==> src/common/mul_macros.svh <==
`ifndef MUL_MACROS_SVH
`define MUL_MACROS_SVH

// Operand and result width
`define MUL_DATA_WIDTH      32

// Instruction address width
`define MUL_PC_WIDTH        32

// Reorder buffer ticket width
`define MUL_ROB_ID_WIDTH    6

// Destination register address width
`define MUL_REG_ADDR_WIDTH  5

// Register stages behind the first pipe register
`define MUL_STAGES          3

// Issue cycle to writeback
`define MUL_LATENCY         (`MUL_STAGES + 1)

`endif

==> src/common/mul_data_pkg.sv <==
`include "mul_macros.svh"

package mul_data_pkg;

    ////////////////////////////////////////////////////////////////////////////
    // Datapath values

    // One operand or one result
    typedef logic [`MUL_DATA_WIDTH-1:0]     data_t;

    // Full product, low half is the result
    typedef logic [2*`MUL_DATA_WIDTH-1:0]   product_t;

    ////////////////////////////////////////////////////////////////////////////
    // Instruction metadata

    // Reorder buffer ticket, also the instruction id
    typedef logic [`MUL_ROB_ID_WIDTH-1:0]   rob_id_t;

    typedef logic [`MUL_REG_ADDR_WIDTH-1:0] reg_addr_t;

    typedef logic [`MUL_PC_WIDTH-1:0]       pc_t;

endpackage

==> src/common/mul_ctrl_pkg.sv <==
package mul_ctrl_pkg;

    // Operand gathering FSM
    // IDLE takes requests from decode, WAIT holds one until both
    // operands have shown up
    typedef enum logic
    {
        OPERAND_IDLE,
        OPERAND_WAIT
    } operand_state_e;

endpackage

==> src/common/mul_issue_if.sv <==
`timescale 1ns/1ps

// One issued instruction per cycle, pipe always accepts
interface mul_issue_if
    import mul_data_pkg::*;
();

    logic      valid;
    rob_id_t   instr_id;
    pc_t       pc;
    reg_addr_t rd;

    // Operands as gathered
    data_t     src1;
    data_t     src2;

    modport source
    (
        output valid,
        output instr_id,
        output pc,
        output rd,
        output src1,
        output src2
    );

    modport sink
    (
        input  valid,
        input  instr_id,
        input  pc,
        input  rd,
        input  src1,
        input  src2
    );

endinterface

==> src/operand/operand_gather.sv <==
`timescale 1ns/1ps

module operand_gather
    import mul_data_pkg::*;
    import mul_ctrl_pkg::*;
(
    input  logic        clock,
    input  logic        arst_n,
    input  logic        flush,

    // Request from decode
    input  logic        req_valid,
    input  rob_id_t     req_instr_id,
    input  pc_t         req_pc,
    input  reg_addr_t   req_rd,
    input  logic        req_src1_blocked,
    input  rob_id_t     req_src1_ticket,
    input  data_t       req_src1_data,
    input  logic        req_src2_blocked,
    input  rob_id_t     req_src2_ticket,
    input  data_t       req_src2_data,

    output logic        stall,

    // RoB bypass lookup
    output rob_id_t     rob_src1_id,
    output rob_id_t     rob_src2_id,
    input  logic        rob_src1_hit,
    input  logic        rob_src2_hit,
    input  data_t       rob_src1_data,
    input  data_t       rob_src2_data,

    // Register file write snoop
    input  logic        rf_write_en,
    input  rob_id_t     rf_write_rob_id,
    input  data_t       rf_write_data,

    mul_issue_if.source issue
);

operand_state_e state_q;
operand_state_e state_d;

// Request held while waiting
rob_id_t   instr_id_q;
pc_t       pc_q;
reg_addr_t rd_q;
rob_id_t   ticket1_q;
rob_id_t   ticket2_q;

// Operands already found
logic      found1_q;
logic      found2_q;
data_t     data1_q;
data_t     data2_q;

logic      active;
logic      have1;
logic      have2;
logic      both;
logic      snoop1;
logic      snoop2;
data_t     src1_val;
data_t     src2_val;

////////////////////////////////////////////////////////////////////////////
// Operand selection

always_comb
begin
    if (state_q == OPERAND_WAIT)
    begin
        active      = 1'b1;
        rob_src1_id = ticket1_q;
        rob_src2_id = ticket2_q;
        have1       = found1_q | rob_src1_hit;
        have2       = found2_q | rob_src2_hit;
        src1_val    = found1_q ? data1_q : rob_src1_data;
        src2_val    = found2_q ? data2_q : rob_src2_data;
    end
    else
    begin
        active      = req_valid;
        rob_src1_id = req_src1_ticket;
        rob_src2_id = req_src2_ticket;
        have1       = !req_src1_blocked | rob_src1_hit;
        have2       = !req_src2_blocked | rob_src2_hit;
        src1_val    = req_src1_blocked ? rob_src1_data : req_src1_data;
        src2_val    = req_src2_blocked ? rob_src2_data : req_src2_data;
    end
end

// RF write to the ticket we are looking up
assign snoop1 = rf_write_en & (rf_write_rob_id == rob_src1_id);
assign snoop2 = rf_write_en & (rf_write_rob_id == rob_src2_id);

assign both  = have1 & have2;
assign stall = active & !both;

assign issue.valid    = active & both;
assign issue.instr_id = (state_q == OPERAND_WAIT) ? instr_id_q : req_instr_id;
assign issue.pc       = (state_q == OPERAND_WAIT) ? pc_q : req_pc;
assign issue.rd       = (state_q == OPERAND_WAIT) ? rd_q : req_rd;
assign issue.src1     = src1_val;
assign issue.src2     = src2_val;

////////////////////////////////////////////////////////////////////////////
// Wait FSM

always_comb
begin
    state_d = state_q;
    case (state_q)
        OPERAND_IDLE:
            if (req_valid && !both)
                state_d = OPERAND_WAIT;
        OPERAND_WAIT:
            if (both)
                state_d = OPERAND_IDLE;
        default:
            state_d = OPERAND_IDLE;
    endcase

    // Flush drops the waiting instruction
    if (flush)
        state_d = OPERAND_IDLE;
end

always_ff @(posedge clock or negedge arst_n)
begin
    if (!arst_n)
    begin
        state_q  <= OPERAND_IDLE;
        found1_q <= 1'b0;
        found2_q <= 1'b0;
    end
    else
    begin
        state_q <= state_d;
        if (active)
        begin
            found1_q <= have1 | snoop1;
            found2_q <= have2 | snoop2;
        end
    end
end

// Capture on request, found data held once present
always_ff @(posedge clock)
begin
    if (state_q == OPERAND_IDLE && req_valid)
    begin
        instr_id_q <= req_instr_id;
        pc_q       <= req_pc;
        rd_q       <= req_rd;
        ticket1_q  <= req_src1_ticket;
        ticket2_q  <= req_src2_ticket;
    end
    if (active)
    begin
        data1_q <= have1 ? src1_val : rf_write_data;
        data2_q <= have2 ? src2_val : rf_write_data;
    end
end

// A stalled request is held in the wait state
a_stall_holds_request: assert property (@(posedge clock) disable iff (!arst_n)
    (stall && !flush) |=> (state_q == OPERAND_WAIT));

// An issued instruction is not left waiting to issue again
a_issue_frees_wait: assert property (@(posedge clock) disable iff (!arst_n)
    (issue.valid && !flush) |=> (state_q == OPERAND_IDLE));

endmodule

==> src/mul_pipe/mul_pipe.sv <==
`timescale 1ns/1ps
`include "mul_macros.svh"

module mul_pipe
    import mul_data_pkg::*;
(
    input  logic       clock,
    input  logic       arst_n,
    input  logic       flush,

    // Issued instruction
    mul_issue_if.sink  issue,

    // Request to writeback
    output logic       wb_valid,
    output rob_id_t    wb_instr_id,
    output pc_t        wb_pc,
    output reg_addr_t  wb_rd,
    output data_t      wb_data,
    output logic       wb_overflow
);

product_t  product;
logic      overflow;

// Stage 0 is loaded from the issue, the rest shift down
logic      valid_q    [0:`MUL_STAGES];
rob_id_t   instr_id_q [0:`MUL_STAGES];
pc_t       pc_q       [0:`MUL_STAGES];
reg_addr_t rd_q       [0:`MUL_STAGES];
data_t     data_q     [0:`MUL_STAGES];
logic      overflow_q [0:`MUL_STAGES];

////////////////////////////////////////////////////////////////////////////
// Multiply

// Zero extended operands, unsigned product
assign product  = product_t'(issue.src1) * product_t'(issue.src2);

// Any bit above the data width means the result does not fit
assign overflow = |product[2*`MUL_DATA_WIDTH-1:`MUL_DATA_WIDTH];

always_ff @(posedge clock or negedge arst_n)
begin
    if (!arst_n)
        valid_q[0] <= 1'b0;
    else
        valid_q[0] <= issue.valid & !flush;
end

always_ff @(posedge clock)
begin
    instr_id_q[0] <= issue.instr_id;
    pc_q[0]       <= issue.pc;
    rd_q[0]       <= issue.rd;
    data_q[0]     <= product[`MUL_DATA_WIDTH-1:0];
    overflow_q[0] <= overflow;
end

////////////////////////////////////////////////////////////////////////////
// Remaining stages

generate
    for (genvar s = 1; s <= `MUL_STAGES; s++)
    begin : gen_stage
        always_ff @(posedge clock or negedge arst_n)
        begin
            if (!arst_n)
                valid_q[s] <= 1'b0;
            else
                valid_q[s] <= valid_q[s-1] & !flush;
        end

        always_ff @(posedge clock)
        begin
            instr_id_q[s] <= instr_id_q[s-1];
            pc_q[s]       <= pc_q[s-1];
            rd_q[s]       <= rd_q[s-1];
            data_q[s]     <= data_q[s-1];
            overflow_q[s] <= overflow_q[s-1];
        end
    end
endgenerate

////////////////////////////////////////////////////////////////////////////
// Writeback

// A flush this cycle also kills the result leaving now
assign wb_valid    = valid_q[`MUL_STAGES] & !flush;
assign wb_instr_id = instr_id_q[`MUL_STAGES];
assign wb_pc       = pc_q[`MUL_STAGES];
assign wb_rd       = rd_q[`MUL_STAGES];
assign wb_data     = data_q[`MUL_STAGES];
assign wb_overflow = overflow_q[`MUL_STAGES];

a_wb_valid_known: assert property (@(posedge clock) disable iff (!arst_n)
    !$isunknown(wb_valid));

endmodule

==> src/design/mul_top.sv <==
`timescale 1ns/1ps

module mul_top
    import mul_data_pkg::*;
(
    input  logic      clock,
    input  logic      arst_n,
    input  logic      flush,

    // Request from decode
    input  logic      req_valid,
    input  rob_id_t   req_instr_id,
    input  pc_t       req_pc,
    input  reg_addr_t req_rd,
    input  logic      req_src1_blocked,
    input  rob_id_t   req_src1_ticket,
    input  data_t     req_src1_data,
    input  logic      req_src2_blocked,
    input  rob_id_t   req_src2_ticket,
    input  data_t     req_src2_data,

    output logic      stall,

    // RoB bypass
    output rob_id_t   rob_src1_id,
    output rob_id_t   rob_src2_id,
    input  logic      rob_src1_hit,
    input  logic      rob_src2_hit,
    input  data_t     rob_src1_data,
    input  data_t     rob_src2_data,

    // Register file writes seen on the way
    input  logic      rf_write_en,
    input  rob_id_t   rf_write_rob_id,
    input  data_t     rf_write_data,

    // Request to writeback
    output logic      wb_valid,
    output rob_id_t   wb_instr_id,
    output pc_t       wb_pc,
    output reg_addr_t wb_rd,
    output data_t     wb_data,
    output logic      wb_overflow
);

mul_issue_if issue_bus ();

operand_gather i_operand_gather
(
    .clock            (clock),
    .arst_n           (arst_n),
    .flush            (flush),
    .req_valid        (req_valid),
    .req_instr_id     (req_instr_id),
    .req_pc           (req_pc),
    .req_rd           (req_rd),
    .req_src1_blocked (req_src1_blocked),
    .req_src1_ticket  (req_src1_ticket),
    .req_src1_data    (req_src1_data),
    .req_src2_blocked (req_src2_blocked),
    .req_src2_ticket  (req_src2_ticket),
    .req_src2_data    (req_src2_data),
    .stall            (stall),
    .rob_src1_id      (rob_src1_id),
    .rob_src2_id      (rob_src2_id),
    .rob_src1_hit     (rob_src1_hit),
    .rob_src2_hit     (rob_src2_hit),
    .rob_src1_data    (rob_src1_data),
    .rob_src2_data    (rob_src2_data),
    .rf_write_en      (rf_write_en),
    .rf_write_rob_id  (rf_write_rob_id),
    .rf_write_data    (rf_write_data),
    .issue            (issue_bus.source)
);

mul_pipe i_mul_pipe
(
    .clock       (clock),
    .arst_n      (arst_n),
    .flush       (flush),
    .issue       (issue_bus.sink),
    .wb_valid    (wb_valid),
    .wb_instr_id (wb_instr_id),
    .wb_pc       (wb_pc),
    .wb_rd       (wb_rd),
    .wb_data     (wb_data),
    .wb_overflow (wb_overflow)
);

endmodule

==> config.mk <==
export PLATFORM = sky130hd
export DESIGN_NAME = mul_top
export DESIGN_NICKNAME = d
export VERILOG_FILES = /design/src/common/mul_data_pkg.sv /design/src/common/mul_ctrl_pkg.sv /design/src/common/mul_issue_if.sv /design/src/operand/operand_gather.sv /design/src/mul_pipe/mul_pipe.sv /design/src/design/mul_top.sv
export VERILOG_INCLUDE_DIRS = /design/src /design/src/common
export SDC_FILE = /design/constraint.sdc
export NUM_CORES = 2
export LEC_CHECK = 0
export CORE_UTILIZATION = 65
export DETAILED_ROUTE_END_ITERATION = 8
export DONT_BUFFER_PORTS = 1
export GPL_ROUTABILITY_DRIVEN = 0
export PLACE_DENSITY = 0.84
export SLEW_MARGIN = 10
export SYNTH_ARGS = -nofsm -noshare
export SYNTH_HDL_FRONTEND = slang
export SYNTH_SLANG_ARGS = --single-unit
==> constraint.sdc <==
create_clock -name clock -period 10.65 [get_ports clock]
set_input_delay 0.5325 -clock clock [delete_from_list [all_inputs] [get_ports clock]]
set_output_delay 0.5325 -clock clock [all_outputs]
set_load 0.02 [all_outputs]
---- After elaboration in Yosys (flattened, before gate mapping) ----
Memories as Yosys holds them, arrays and structs flattened.
Index checks and enable logic that the tools add are counted.
word-level totals
  bits in registers ....................... 126
  memories ................................ 5
  RAM bits ................................ 304
  input bits .............................. 230
  word-level logic and storage cells ...... 66
memory list
  name                   words  bits a word  read ports  clocked after Yosys merged registers in  write ports  line            RTL
  i_mul_pipe.data_q      4      32           4           0                                        4            mul_pipe.sv:31  data_t data_q [0:`MUL_STAGES];
  i_mul_pipe.pc_q        4      32           4           0                                        4            mul_pipe.sv:29  pc_t pc_q [0:`MUL_STAGES];
  i_mul_pipe.instr_id_q  4      6            4           0                                        4            mul_pipe.sv:28  rob_id_t instr_id_q [0:`MUL_STAGES];
  i_mul_pipe.rd_q        4      5            4           0                                        4            mul_pipe.sv:30  reg_addr_t rd_q [0:`MUL_STAGES];
  i_mul_pipe.overflow_q  4      1            4           0                                        4            mul_pipe.sv:32  logic overflow_q [0:`MUL_STAGES];
operators by class
  reduce and logical (&&, ||, !) cells .... 7
  bitwise logic cells ..................... 17
  eq/ne operators ......................... 2
  muxes and demuxes ....................... 20
  multipliers ............................. 1
operators by type and width
  cell                             number
  2-to-1 mux 32 bit                9
  multiplier 32 x 32 -> 64 bit     1
  OR reduction 32 bit              1
  2-to-1 mux 6 bit                 3
  equality test 6 bit              2
  AND 1 bit                        10
  2-to-1 mux 1 bit                 6
  OR 1 bit                         6
  2-to-1 mux 5 bit                 1
  logical NOT 1 bit                4
  logical AND 1 bit                2
  case mux 1 bit (2 select lines)  1
  NOT 1 bit                        1

---- Longest topological paths before layout ----
  word-level depth ........................ 9
  mapped depth ............................ 38
  gate-level depth less buffers ........... 32

---- Hierarchy ----
From an unflattened synthesis, not the netlist that was laid out.
second synthesis, totals
  cell total of the unflattened synthesis .. 4641
  area, all modules ....................... 47433.0 um^2
modules (own cells, without submodules)
  module          times used  area each (um^2)  cells each
  mul_pipe        1           40057.2           4060
  operand_gather  1           7375.8            581

---- Worst setup path after synthesis ----
No wires, ideal clock.
  path kind ............................... register -> register
  start point ............................. reg i_operand_gather.state_q
  end point ............................... mem i_mul_pipe.overflow_q[0]
  cell stages (with the launch flop) ...... 36
  period minus slack after synthesis ...... 9.205 ns
  required time ........................... 10.526 ns
  arrival ................................. 9.081 ns
  slack ................................... 1.445 ns
  buffers on the path ..................... 6
  cells stage by stage .................... dfrtp_1 -> clkbuf_1 -> clkbuf_1 -> clkbuf_1 -> clkbuf_1 -> nand2_1 -> o21ai_1 -> clkbuf_1 -> nor2_1 -> fa_1 -> inv_1 -> fa_1 -> fa_1 -> fa_1 -> inv_1 -> fa_1 -> inv_1 -> fa_1 -> inv_1 -> fa_1 -> inv_1 -> fa_1 -> inv_1 -> ha_1 -> buf_2 -> nand4_1 -> nor4_1 -> a22oi_1 -> a2111oi_1 -> nor4_1 -> o31ai_1 -> a21oi_1 -> xor2_1 -> nand4_1 -> nor4_1 -> nand2_1
RTL lines
  item                      line                   RTL
  start: declaration        operand_gather.sv:41   operand_state_e state_q;
  start signal: assignment  operand_gather.sv:139  state_q <= state_d;
  end: declaration          mul_pipe.sv:32

==> impl_metrics.py <==
metrics = {
    "synthesis": {
        "synth_warnings": 0,
        "yosys_most_used_dff": "dfxtp_1",
        "syn-cell-area_um2": 45600,
        "netlist_instances": 4658,
        "postSynth.asyncResetShare_pct": 1.63,
        "synth-edff-count": 119,
        "synth_cell_types": 75,
        "syn_avg_cell_area_um2": 9.79,
        "seq_area_frac_synth_pct": 21.6,
        "synth_fp_nets": 6047,
        "ys_ff_latch": 430,
    },
    "global_routing": {
        "antenna_found_initial": 25,
        "grt_pass1_vias": 36900,
        "grt_max_degree": 79,
        "overflow": 0,
        "grt_first_pass_wirelength_mm": 217,
        "grt_use_total_pct": 41.0,
    },
    "clock_tree": {
        "clk_latency_ps": 610,
        "cts_tree": "built",
        "cts_max_level": 2,
        "cts_made_buffers": 43,
        "cts.path.max_buffers": 3,
        "ctsResizeCount": 0,
        "root_buffer": "clkbuf_16",
        "clkSlewWorstSetupHoldPaths_ps": 70,
        "clock-sinks": 430,
    },
    "die": {
        "ioPinCount": 320,
        "start_util_pct": 66.1,
        "die_h_um": 267,
        "rows": 96,
        "core_area_um2": 68900,
        "dieArea_um2": 71200,
        "die_w_um": 267,
    },
    "status": {
        "outcome": "complete, but fails checks",
        "violations": "DRC, capacitance limit, slew limit",
    },
    "route": {
        "drc": 33,
        "vias": 35300,
        "drt-total-wl_mm": 143,
        "ant_nets": 0,
        "first_pass_iters": 9,
        "first_iter_violations": 4863,
        "detail_route.wl_per_cell_um": 25.7,
        "viasPerCell": 6.34,
    },
    "setup_path": {
        "worstSetupPathType": "flip-flop to flip-flop",
        "cp-end-kind": "flip-flop",
        "max_stage_delay_ps": 850,
        "cpMostUsedCell": "fa_1",
        "start_kind": "flip-flop",
        "r2r-start": "i_operand_gather.found1_q",
        "path_delay_family": "adder cells",
        "worstPathMaxFanout": 22,
        "critPathRequiredTime_ps": 11130,
        "path_buf_inv": 5,
        "worstPathArrival_ps": 10780,
        "cp_slowest_cell": "dfrtp_2",
        "cp-startpoint": "i_operand_gather.found1_q",
    },
    "timing": {
        "timing.final.crit_share_pct": 96.7,
        "drv_slew": 9,
        "setup_viol": 0,
        "fmax_mhz": 97.1,
        "slew_headroom_pct": -2.48,
        "tightest_slew_ps": 1530,
        "min_period_ps": 10290,
        "hold_viol_final": 0,
        "setup_ws_ps": 356,
        "clock_skew_ps": 23.8,
        "fin_setup_tns_ps": 0,
    },
    "cells_and_area": {
        "fill_cells": 4538,
        "final_area_um2": 48400,
        "final_net_count": 5965,
        "syn_to_final_growth_pct": 6.13,
        "drive_gt1_share_pct": 8.31,
    },
    "hold_path": {
        "holdCritPathClass": "input port to flip-flop",
        "hold_start": "flush",
    },
    "place": {
        "post_dp_cell_area_um2": 46800,
        "io_buffers": 0,
        "hpwl_mm": 110,
        "pre_cts_ws_ps": 790,
    },
    "flow_run": {
        "maxCapViolCount": 1,
    },
}
[through the flow]
step	util, %	hold slack [ps]	instances
2_1_floorplan	-	237	4658
3_3_place_gp	67.9	237	5459
3_5_place_dp	67.9	237	5459
4_1_cts	70.0	3.85	5540
5_1_grt	70.2	1.40	5560
6_report	70.2	4.90	5563
[area by class of cell]
| type | instances | area [µm²] | area share [%] |
|---|---|---|---|
| Clock inverter | 20 | 200 | 0.414 |
| Antenna cell | 22 | 55.1 | 0.114 |
| Inverter | 749 | 2810 | 5.81 |
| Tap cell | 931 | 1160 | 2.41 |
| Clock buffer | 59 | 1240 | 2.56 |
| Multi-Input combinational cell | 3223 | 32100 | 66.3 |
| Timing Repair Buffer | 129 | 998 | 2.06 |
| Sequential cell | 430 | 9840 | 20.3 |
[flip-flops by register name (all words and copies together), names as in the netlist]
register / flops
i_operand_gather.data1_q: 32
i_mul_pipe.rd_q: 20
i_mul_pipe.pc_q: 128
i_mul_pipe.instr_id_q: 24
i_operand_gather.ticket2_q: 6
i_operand_gather.state_q: 1
i_operand_gather.pc_q: 32
i_mul_pipe.data_q: 128
i_operand_gather.instr_id_q: 6
i_operand_gather.rd_q: 5
i_operand_gather.found1_q: 1
i_mul_pipe.overflow_q: 4
i_operand_gather.data2_q: 32
i_mul_pipe.valid_q: 4
i_operand_gather.found2_q: 1
i_operand_gather.ticket1_q: 6
[Yosys cell counts (all sizes together) (11+ instances only)]
cell type	number	area (µm²)
fa	896	17900
inv	749	2810
nor2	651	2440
nand2	605	2270
dfxtp	304	6090
ha	263	3290
clkbuf	219	822
o21ai	175	880
edfxtp	119	3570
mux2	119	1340
a21oi	87	458
mux2i	68	681
o21a	57	428
buf	37	166
xnor2	28	245
nand2b	27	169
nand4	23	144
xor2	23	201
a21o	18	135
nand3	18	90.1
nor3	17	90.1
or2	17	106
nor2b	14	87.6
nor4	11	81.3
[path summary, 6_finish.rpt]
check	slack (ps)	endpoint	depth (start not counted)
min in group asynchronous	290	i_operand_gather.found1_q	1
max in group asynchronous	10030	i_operand_gather.state_q	1
hold reg to reg	310	i_mul_pipe.data_q[1][29]	0
hold / removal	5	i_mul_pipe.valid_q[2]	1
setup reg to reg	360	i_mul_pipe.overflow_q[0]	29
setup / recovery	360	i_mul_pipe.overflow_q[0]	29
[layout by cell type (no fill, tap or decap), types with 8 or more instances in the layout]
cell type	count
o21ai_2	23
fa_1	896
nand2b_1	27
dfxtp_1	304
ha_1	263
clkbuf_8	8
nand3_1	18
nor2b_1	12
xnor2_1	28
nor4_1	9
xor2_1	23
o21ai_1	47
a31oi_1	10
diode_2	22
clkinv_2	9
o21bai_1	9
buf_4	125
a21oi_1	82
or2_2	17
clkbuf_16	44
nand2_1	605
mux2i_1	68
nor3_1	16
o21a_1	57
nor2_1	650
a21o_1	18
o21ai_0	104
nand4_1	23
edfxtp_1	119
mux2_2	119
inv_1	748
[metal layers]
metal	vias to the layer above	part of all wire, %	global-route usage, %
met1	17000	32	47.8
met5	-	0.081	0.347
met3	902	16	18.9
met4	16	8.9	27.6
li1	14100	-	-
met2	3155	43	60.6
[repair_timing]
item / CTS / global route
setup endpoints to repair: 0 / 1
hold buffers: 2 / 0
hold endpoints to repair: 11 / 0
buffers inserted: 0 / 1
[cell families after synthesis]
group / share of synthesized area (%)
AOI/OAI and AO/OA: 5.65
xor gates and xnor gates: 0.980
adders and majority gates: 46.6
buffers and inverters: 8.34
DFF: 21.6
muxes: 4.43
and+or+nand+nor: 12.5
Power is left out: the tool's default activity adds up to more than one toggle a clock period on the data nets, which glitch-free logic cannot reach.
